[src/elevator_consts.svh]
// elevator controller constants
`ifndef ELEVATOR_CONSTS_SVH
`define ELEVATOR_CONSTS_SVH

// building size
`define ELEV_FLOORS       8
`define ELEV_FLOOR_BITS   3

// engine output codes
`define ENGINE_IDLE       2'd0
`define ENGINE_DOWN       2'd1
`define ENGINE_UP         2'd2

// door output codes
`define DOOR_IDLE         2'd0
`define DOOR_OPEN         2'd1
`define DOOR_CLOSE        2'd2

`define DOOR_DWELL_CYCLES 6   // door held open
`define DOOR_CLOSE_CYCLES 2   // door travel when closing
`define HALF_FLOOR_CYCLES 3   // engine time per half floor

`endif

[src/elevator_pkg.sv]
// elevator shared types
`default_nettype none

`include "elevator_consts.svh"

package elevator_pkg;

	typedef logic [`ELEV_FLOOR_BITS-1:0] floor_t;    // floor number
	typedef logic [`ELEV_FLOORS-1:0]     floor_mask_t; // one bit per floor

	typedef logic [1:0] engine_code_t; // idle, down, up
	typedef logic [1:0] door_code_t;   // idle, open, close

	// dispatcher FSM
	typedef enum logic [1:0] {
		st_parked,
		st_moving,
		st_door_open,
		st_door_closing
	} disp_state_t;

endpackage

`default_nettype wire

[src/call_if.sv]
// pending calls and clear pulses
`timescale 1ns/1ns
`default_nettype none

interface call_if;

	elevator_pkg::floor_mask_t pending_cab;  // cab buttons
	elevator_pkg::floor_mask_t pending_up;   // hall up buttons
	elevator_pkg::floor_mask_t pending_down; // hall down buttons
	elevator_pkg::floor_t      clear_floor;  // floor being served
	logic                      clear_cab;
	logic                      clear_up;
	logic                      clear_down;

	modport store (
		output pending_cab, pending_up, pending_down,
		input  clear_floor, clear_cab, clear_up, clear_down
	);

	modport dispatch (
		input  pending_cab, pending_up, pending_down,
		output clear_floor, clear_cab, clear_up, clear_down
	);

endinterface

`default_nettype wire

[src/car_if.sv]
// car step pulses and position
`timescale 1ns/1ns
`default_nettype none

interface car_if;

	logic                 step;     // one half floor moved
	logic                 step_up;  // direction of that step
	elevator_pkg::floor_t floor;    // last full floor reached
	logic                 at_floor; // standing at a full floor

	modport position (
		input  step, step_up,
		output floor, at_floor
	);

	modport dispatch (
		output step, step_up,
		input  floor, at_floor
	);

endinterface

`default_nettype wire

[src/call_store.sv]
// cab and hall call latches
`timescale 1ns/1ns
`default_nettype none

`include "elevator_consts.svh"

module call_store (
	input  wire                            clk,
	input  wire                            reset,
	input  wire elevator_pkg::floor_mask_t btn_in,
	input  wire elevator_pkg::floor_mask_t btn_up_out,
	input  wire elevator_pkg::floor_mask_t btn_down_out,
	call_if.store                          calls
);

	// hall buttons that exist in the shaft
	localparam elevator_pkg::floor_mask_t up_valid =
		~(elevator_pkg::floor_mask_t'(1) << (`ELEV_FLOORS - 1));
	localparam elevator_pkg::floor_mask_t down_valid = ~elevator_pkg::floor_mask_t'(1);

	elevator_pkg::floor_mask_t clr_onehot;
	elevator_pkg::floor_mask_t cab_clr;
	elevator_pkg::floor_mask_t up_clr;
	elevator_pkg::floor_mask_t down_clr;

	assign clr_onehot = elevator_pkg::floor_mask_t'(1) << calls.clear_floor;
	assign cab_clr    = {`ELEV_FLOORS{calls.clear_cab}} & clr_onehot;
	assign up_clr     = {`ELEV_FLOORS{calls.clear_up}} & clr_onehot;
	assign down_clr   = {`ELEV_FLOORS{calls.clear_down}} & clr_onehot;

	// a pressed button outranks a clear on the same edge
	always_ff @(posedge clk or negedge reset) begin
		if (!reset) begin
			calls.pending_cab  <= '0;
			calls.pending_up   <= '0;
			calls.pending_down <= '0;
		end else begin
			calls.pending_cab  <= (calls.pending_cab & ~cab_clr) | btn_in;
			calls.pending_up   <= (calls.pending_up & ~up_clr) | (btn_up_out & up_valid);
			calls.pending_down <= (calls.pending_down & ~down_clr) |
				(btn_down_out & down_valid);
		end
	end

	a_no_phantom_hall: assert property (
		@(posedge clk) disable iff (!reset)
		!calls.pending_up[`ELEV_FLOORS-1] && !calls.pending_down[0]
	) else $error("hall call latched at a floor without that button");

endmodule

`default_nettype wire

[src/car_position.sv]
// car position tracker
`timescale 1ns/1ns
`default_nettype none

`include "elevator_consts.svh"

module car_position (
	input  wire                  clk,
	input  wire                  reset,
	car_if.position              car,
	output elevator_pkg::floor_t level_display
);

	logic travel_up; // direction of the half floor in progress

	always_ff @(posedge clk or negedge reset) begin
		if (!reset) begin
			car.floor    <= '0;
			car.at_floor <= 1'b1;
			travel_up    <= 1'b1;
		end else if (car.step) begin
			travel_up <= car.step_up;
			if (car.at_floor) begin
				car.at_floor <= 1'b0; // floor kept until arrival
			end else begin
				car.at_floor <= 1'b1;
				car.floor    <= travel_up ? car.floor + elevator_pkg::floor_t'(1)
				                          : car.floor - elevator_pkg::floor_t'(1);
			end
		end
	end

	assign level_display = car.floor;

	a_top_bound: assert property (
		@(posedge clk) disable iff (!reset)
		car.step && car.step_up && car.at_floor |-> car.floor != (`ELEV_FLOORS - 1)
	) else $error("car stepped above the top floor");

	a_bottom_bound: assert property (
		@(posedge clk) disable iff (!reset)
		car.step && !car.step_up && car.at_floor |-> car.floor != '0
	) else $error("car stepped below floor zero");

	// no turning around between two floors
	a_no_midway_reverse: assert property (
		@(posedge clk) disable iff (!reset)
		car.step && !car.at_floor |-> car.step_up == travel_up
	) else $error("car reversed between floors");

endmodule

`default_nettype wire

[src/dispatcher.sv]
// elevator dispatcher FSM
`timescale 1ns/1ns
`default_nettype none

`include "elevator_consts.svh"

module dispatcher (
	input  wire                         clk,
	input  wire                         reset,
	input  wire                         open_btn,
	input  wire                         close_btn,
	call_if.dispatch                    calls,
	car_if.dispatch                     car,
	output elevator_pkg::engine_code_t  engine,
	output elevator_pkg::door_code_t    door
);

	localparam logic [2:0] half_last  = 3'(`HALF_FLOOR_CYCLES - 1);
	localparam logic [2:0] dwell_last = 3'(`DOOR_DWELL_CYCLES - 1);
	localparam logic [2:0] close_last = 3'(`DOOR_CLOSE_CYCLES - 1);

	elevator_pkg::disp_state_t state;
	logic                      dir_up; // travel direction kept while calls ahead
	logic [2:0]                phase;  // half floor, dwell or closing counter

	elevator_pkg::floor_mask_t all_calls;
	elevator_pkg::floor_mask_t hall_calls;
	elevator_pkg::floor_mask_t here_mask;
	elevator_pkg::floor_mask_t below_mask;
	elevator_pkg::floor_mask_t above_mask;

	logic calls_above;
	logic calls_below;
	logic calls_ahead;
	logic calls_behind;
	logic serve_here;
	logic decide;
	logic stop_now;
	logic halt_now;
	logic running;
	logic door_is_open;

	// masks relative to the car
	assign here_mask  = elevator_pkg::floor_mask_t'(1) << car.floor;
	assign below_mask = here_mask - elevator_pkg::floor_mask_t'(1);
	assign above_mask = ~(below_mask | here_mask);

	assign hall_calls   = calls.pending_up | calls.pending_down;
	assign all_calls    = calls.pending_cab | hall_calls;
	assign calls_above  = |(all_calls & above_mask);
	assign calls_below  = |(all_calls & below_mask);
	assign calls_ahead  = dir_up ? calls_above : calls_below;
	assign calls_behind = dir_up ? calls_below : calls_above;

	// directional collective rule
	assign serve_here = |(calls.pending_cab & here_mask) |
		|((dir_up ? calls.pending_up : calls.pending_down) & here_mask) |
		(!calls_ahead && |(hall_calls & here_mask));

	// first cycle at a full floor while moving
	assign decide   = (state == elevator_pkg::st_moving) && car.at_floor && (phase == '0);
	assign stop_now = decide && serve_here;
	assign halt_now = decide && !serve_here && !calls_ahead; // nothing left that way
	assign running  = (state == elevator_pkg::st_moving) && !stop_now && !halt_now;

	assign door_is_open = (state == elevator_pkg::st_door_open) || stop_now;

	always_ff @(posedge clk or negedge reset) begin
		if (!reset) begin
			state  <= elevator_pkg::st_parked;
			dir_up <= 1'b1;
			phase  <= '0;
		end else begin
			case (state)
				elevator_pkg::st_parked: begin
					phase <= '0;
					if (serve_here || open_btn) begin
						state <= elevator_pkg::st_door_open;
					end else if (calls_ahead) begin
						state <= elevator_pkg::st_moving;
					end else if (calls_behind) begin
						state  <= elevator_pkg::st_moving;
						dir_up <= !dir_up; // turn around
					end
				end
				elevator_pkg::st_moving: begin
					if (stop_now) begin
						state <= elevator_pkg::st_door_open;
						phase <= 3'd1; // arrival cycle already showed open
					end else if (halt_now) begin
						state <= elevator_pkg::st_parked;
						phase <= '0;
					end else if (phase == half_last) begin
						phase <= '0;
					end else begin
						phase <= phase + 3'd1;
					end
				end
				elevator_pkg::st_door_open: begin
					if (close_btn || phase == dwell_last) begin
						state <= elevator_pkg::st_door_closing;
						phase <= '0;
					end else begin
						phase <= phase + 3'd1;
					end
				end
				elevator_pkg::st_door_closing: begin
					if (open_btn) begin
						state <= elevator_pkg::st_door_open; // fresh dwell
						phase <= '0;
					end else if (phase == close_last) begin
						state <= elevator_pkg::st_parked;
						phase <= '0;
					end else begin
						phase <= phase + 3'd1;
					end
				end
				default: begin
					state <= elevator_pkg::st_parked;
					phase <= '0;
				end
			endcase
		end
	end

	// half floor done at the last engine cycle
	assign car.step    = running && (phase == half_last);
	assign car.step_up = dir_up;

	// serve the floor while the door is open
	assign calls.clear_floor = car.floor;
	assign calls.clear_cab   = door_is_open;
	assign calls.clear_up    = door_is_open && (dir_up || !calls_ahead);
	assign calls.clear_down  = door_is_open && (!dir_up || !calls_ahead);

	assign engine = !running ? `ENGINE_IDLE :
	                dir_up   ? `ENGINE_UP   : `ENGINE_DOWN;

	assign door = door_is_open                             ? `DOOR_OPEN  :
	              (state == elevator_pkg::st_door_closing) ? `DOOR_CLOSE : `DOOR_IDLE;

	a_door_engine_excl: assert property (
		@(posedge clk) disable iff (!reset)
		door != `DOOR_IDLE |-> engine == `ENGINE_IDLE
	) else $error("door active while the engine runs");

endmodule

`default_nettype wire

[src/elevator_top.sv]
// elevator controller top level
`timescale 1ns/1ns
`default_nettype none

module elevator_top (
	input  wire                            clk,
	input  wire                            reset,
	input  wire                            open_btn,
	input  wire                            close_btn,
	input  wire elevator_pkg::floor_mask_t btn_in,       // cab buttons
	input  wire elevator_pkg::floor_mask_t btn_up_out,   // hall up
	input  wire elevator_pkg::floor_mask_t btn_down_out, // hall down
	output elevator_pkg::engine_code_t     engine,
	output elevator_pkg::door_code_t       door,
	output elevator_pkg::floor_t           level_display
);

	call_if i_call_if();
	car_if  i_car_if();

	call_store i_call_store (
		.clk          (clk),
		.reset        (reset),
		.btn_in       (btn_in),
		.btn_up_out   (btn_up_out),
		.btn_down_out (btn_down_out),
		.calls        (i_call_if.store)
	);

	car_position i_car_position (
		.clk           (clk),
		.reset         (reset),
		.car           (i_car_if.position),
		.level_display (level_display)
	);

	dispatcher i_dispatcher (
		.clk       (clk),
		.reset     (reset),
		.open_btn  (open_btn),
		.close_btn (close_btn),
		.calls     (i_call_if.dispatch),
		.car       (i_car_if.dispatch),
		.engine    (engine),
		.door      (door)
	);

endmodule

`default_nettype wire

[config.mk]
export PLATFORM = sky130hd
export DESIGN_NAME = elevator_top
export DESIGN_NICKNAME = d
export VERILOG_FILES = /design/src/elevator_pkg.sv /design/src/call_if.sv /design/src/car_if.sv /design/src/call_store.sv /design/src/car_position.sv /design/src/dispatcher.sv /design/src/elevator_top.sv
export VERILOG_INCLUDE_DIRS = /design/src
export SDC_FILE = /design/constraint.sdc
export NUM_CORES = 1
export LEC_CHECK = 0
export BUFFER_PORTS_ARGS = -buffer_cell sky130_fd_sc_hd__buf_2
export CAP_MARGIN = 20
export CORE_MARGIN = 2
export CORE_UTILIZATION = 35
export DETAILED_ROUTE_END_ITERATION = 12
export MAX_ROUTING_LAYER = met4
export PLACE_DENSITY_LB_ADDON = 0.15
export SYNTH_ARGS = -nofsm -noshare
export SYNTH_HDL_FRONTEND = slang
export SYNTH_SLANG_ARGS = --single-unit
[constraint.sdc]
create_clock -name clk -period 5 [get_ports clk]
set_input_delay 0.5 -clock clk [delete_from_list [all_inputs] [get_ports clk]]
set_output_delay 0.5 -clock clk [all_outputs]
set_load 0.01 [all_outputs]
==> results.txt <==
----------------------------------------------------
[Route]
  Residual antenna-violating net count after detailed routing ... 0
  Total iterations of the first detailed-routing run ... 4
  Violation count after the first detailed-route iteration ... ~90
  Average wire per cell in the routed design ... roughly 15 um
  Residual DRC count ... 0
  Routed via count ... just over 2000
  Wirelength, routed ... around 5700 um
  Via count normalized by instance count ... about 5.4

[Die]
  Placeable core region ... 6350 um2
  IO Pins ... 35
  Starting Density ... 36.4%
  Number of placement rows ... 29
  Full die area ... approximately 7300 um2
  Die height ... 85.2 um
  Die width ... 85.2 um

[STA]
  RSZ-0062 raised after global routing ... false
  Transition at the pin with the smallest max-transition slack ... ~0.85 ns
  Max-slew headroom ... 43.4%
  Largest clock skew in the final design ... between 0.009 and 0.01 ns
  Max-slew violation count ... 0
  Endpoints failing hold ... 0
  Upper clock frequency limit ... ~0.25 GHz
  Crit share post-route ... approximately four fifths
  Total negative slack ... 0 ns
  Min Tclk post-route ... 3.99 ns
  Count of final setup violators ... 0

[Final layout]
  Share of post-route cells with drive strength above 1 ... 19.1%
  Antenna cell count ... 0
  Most frequent cells in the layout ... 48 x nor2_1, 32 x dfrtp_1, 32 x buf_2
  Nets ... between 300 and 400
  Synthesis-to-layout area growth ... 12.3%
  Number of inserted filler cells in the final layout ... ~670
  Most common cell after layout, fill and taps aside ... nor2_1
  Final cell count without fillers ... 375

[Critical path]
  Worst Setup Start Kind ... flop
  Cell count of the worst reg-to-reg path ... 14
  Family with the most delay on the worst path ... simple AND/OR/NAND/NOR gates
  Logic depth of the worst setup path including buffers ... 13
  CP Buf/Inv Count ... 2
  Longest individual stage delay on the worst path ... around 0.62 ns
  CP Capture Type ... output pin
  Crit-path slowest cell ... dfrtp_1
  Most Frequent Cell on Critical Path ... ha_1
  Critical Path, Cell by Cell ... inv_1, nand3b_1, ha_1, o21ai_0, ha_1, o31ai_1, o2111ai_1, nor3_1, a21oi_1, a21boi_0, or2_2, nor2_1, buf_2
  CP Data Arrival Time ... 3.49 ns
  Critical path class ... reg -> out
  Highest net fanout along the worst path ... 14
  Data required, critical path ... approximately 4.5 ns

[Synth]
  Synthesized instance count ... approximately 270
  Sequential share of the synthesized area ... approximately two fifths
  Total of warnings raised by yosys ... 0
  Synthesized cell area ... ~2300 um2
  Unique masters post-synth ... 47
  Register bit count reported by yosys ... 35
  Fraction of registers with async set or reset after synthesis ... between 90% and 100%
  Number of enable-type register cells in the synthesized netlist ... 0
  Synth Flop Type ... dfrtp_1
  Net count of the mapped netlist ... slightly above 300
  Avg Cell Area, Syn ... 8.59 um2

[Placement]
  Weighted congestion at the end of routability-driven global placement ... roughly 0.8
  Final HPWL from detailed placement ... 4210 um
  Port bufs ... 32
  Placed Cells ... ~370

[Global route]
  Most used routing layer ... met2
  Global-route wire length before repair ... 9880 um
  Global-route met1 utilization ... a little under a quarter
  Global-route track usage on met2 ... a little over a quarter
  Met3 usage ... ~3.2%
  Antenna violations before repair ... 0
  Via count of the first global-routing pass ... around 2000
  Total global routing overflow ... 0
  Pin count of the biggest net entering global routing ... 36
  Overall fraction of global-route tracks in use ... between 15 and 20%

[Clock network]
  Clock Sinks ... 35
  CTS Hold Bufs ... 0
  Number of buffers inserted to repair setup after CTS ... 0
  Quantity of gates resized following cts ... 0
  Source-to-sink clock delay at the later pin of the worst-skew pair ... approximately 0.29 ns
  Clk slew on worst S/H paths ... approximately 0.080 ns
  Count of H-tree levels built during CTS ... 2
  Cts bufs inserted ... 5
  Clock Path Buffers ... 2
  CTS root buffer ... clkbuf_8
  TritonCTS clock tree ... yes

[Pwr]
  Overall power ... 1.20 mW
  Pwr Density ... 462 nW/um2
  Highest ir drop seen on vdd ... around 210 uV
  Leak pwr ... ~0.97 nW

[Min path]
  Hold Path Class ... in -> async

[Outcome]
  Outcome ... finished clean

[Run]
  Maximum capacitance violations ... 0

----------------------------------------------------
==> state kept, by name (all words and copies together) (netlist names) <==
| name | count |
|---|---|
| i_call_store.calls.pending_cab | 8 |
| i_dispatcher.car.step_up | 1 |
| i_car_position.car.at_floor | 1 |
| i_dispatcher.phase | 3 |
| i_car_position.travel_up | 1 |
| i_call_store.calls.pending_up | 8 |
| i_dispatcher.state | 2 |
| i_call_store.calls.pending_down | 8 |
| i_car_position.car.floor | 3 |
==> Yosys cell counts, types with 3 or more instances <==
master	n	share of area, %
nand2b_1	4	1.1
buf_4	3	0.98
nand3_1	6	1.3
a21oi_1	30	6.5
dfrtp_1	32	35
buf_6	3	1.5
o31ai_1	15	4.9
o2111ai_1	4	1.5
o21ai_0	10	2.2
mux2_2	4	2.0
inv_1	9	1.5
or2_2	3	0.81
nor2_1	48	7.8
buf_2	4	0.87
nor2b_1	5	1.4
ha_1	12	6.5
dfstp_2	3	3.4
nor3_1	20	4.3
nand3b_1	3	0.98
nand2_1	12	2.0
o22ai_1	4	1.1
==> worst paths after layout <==
kind / start / endpoint / slack (ns)
max in group asynchronous: reset / i_call_store.calls.pending_down[7] / 4.19
setup / recovery: i_car_position.car.floor[1] / engine[1] / 1.01
hold / removal: reset / i_car_position.car.floor[2] / 0.29
setup reg to reg: i_car_position.car.floor[1] / i_call_store.calls.pending_down[7] / 1.55
hold reg to reg: i_car_position.car.at_floor / i_car_position.car.at_floor / 0.49
min in group clk: btn_down_out[4] / i_call_store.calls.pending_down[4] / 0.47
==> cell families after synthesis <==
group           Yosys count  synth area share [%]
simple gates            110                  22.3
mux                       7                  3.47
flops                    35                  38.1
fa+ha+maj                13                  7.37
xor+xnor                  3                  1.14
compound gates           79                  22.4
buf+inv                  22                  5.25
==> final cells by class <==
class	instances	area, um2	share of cell area [%]
Tap cell	77	96.3	3.71
Sequential cell	35	880	33.9
Multi-Input combinational cell	212	1310	50.5
Timing Repair Buffer	33	168	6.46
Clock inverter	1	7.51	0.289
Inverter	10	37.5	1.45
Clock buffer	7	96.3	3.71
==> layer usage <==
layer	up-vias	share of wire [%]
met3	5	4.4
li1	1029	-
met1	945	47
met2	34	47
met4	0	0.94
met5	-	0
==> per-stage QoR <==
| stage | setup slack (ns) | util, % | hold slack (ns) | cell area [um2] |
|---|---|---|---|---|
| 2_1_floorplan | 1.83 | - | 0.204 | 2310 |
| 3_3_place_gp | 1.32 | 39.2 | 0.477 | 2490 |
| 3_5_place_dp | 1.36 | 39.2 | 0.479 | 2490 |
| 4_1_cts | 1.00 | 40.8 | 0.325 | 2590 |
| 5_1_grt | 0.609 | 40.8 | 0.369 | 2590 |
| 6_report | 1.01 | 40.8 | 0.295 | 2590 |
==> power by group <==
group / total [mW] / switching (mW) / internal, mW / leakage, nW
Clock: 0.234 / 0.108 / 0.125 / 0.0505
Combinational: 0.533 / 0.318 / 0.215 / 0.555
Sequential: 0.431 / 0.0903 / 0.341 / 0.360
Total: 1.20 / 0.517 / 0.681 / 0.965
Power figures use the tool's default switching activity.
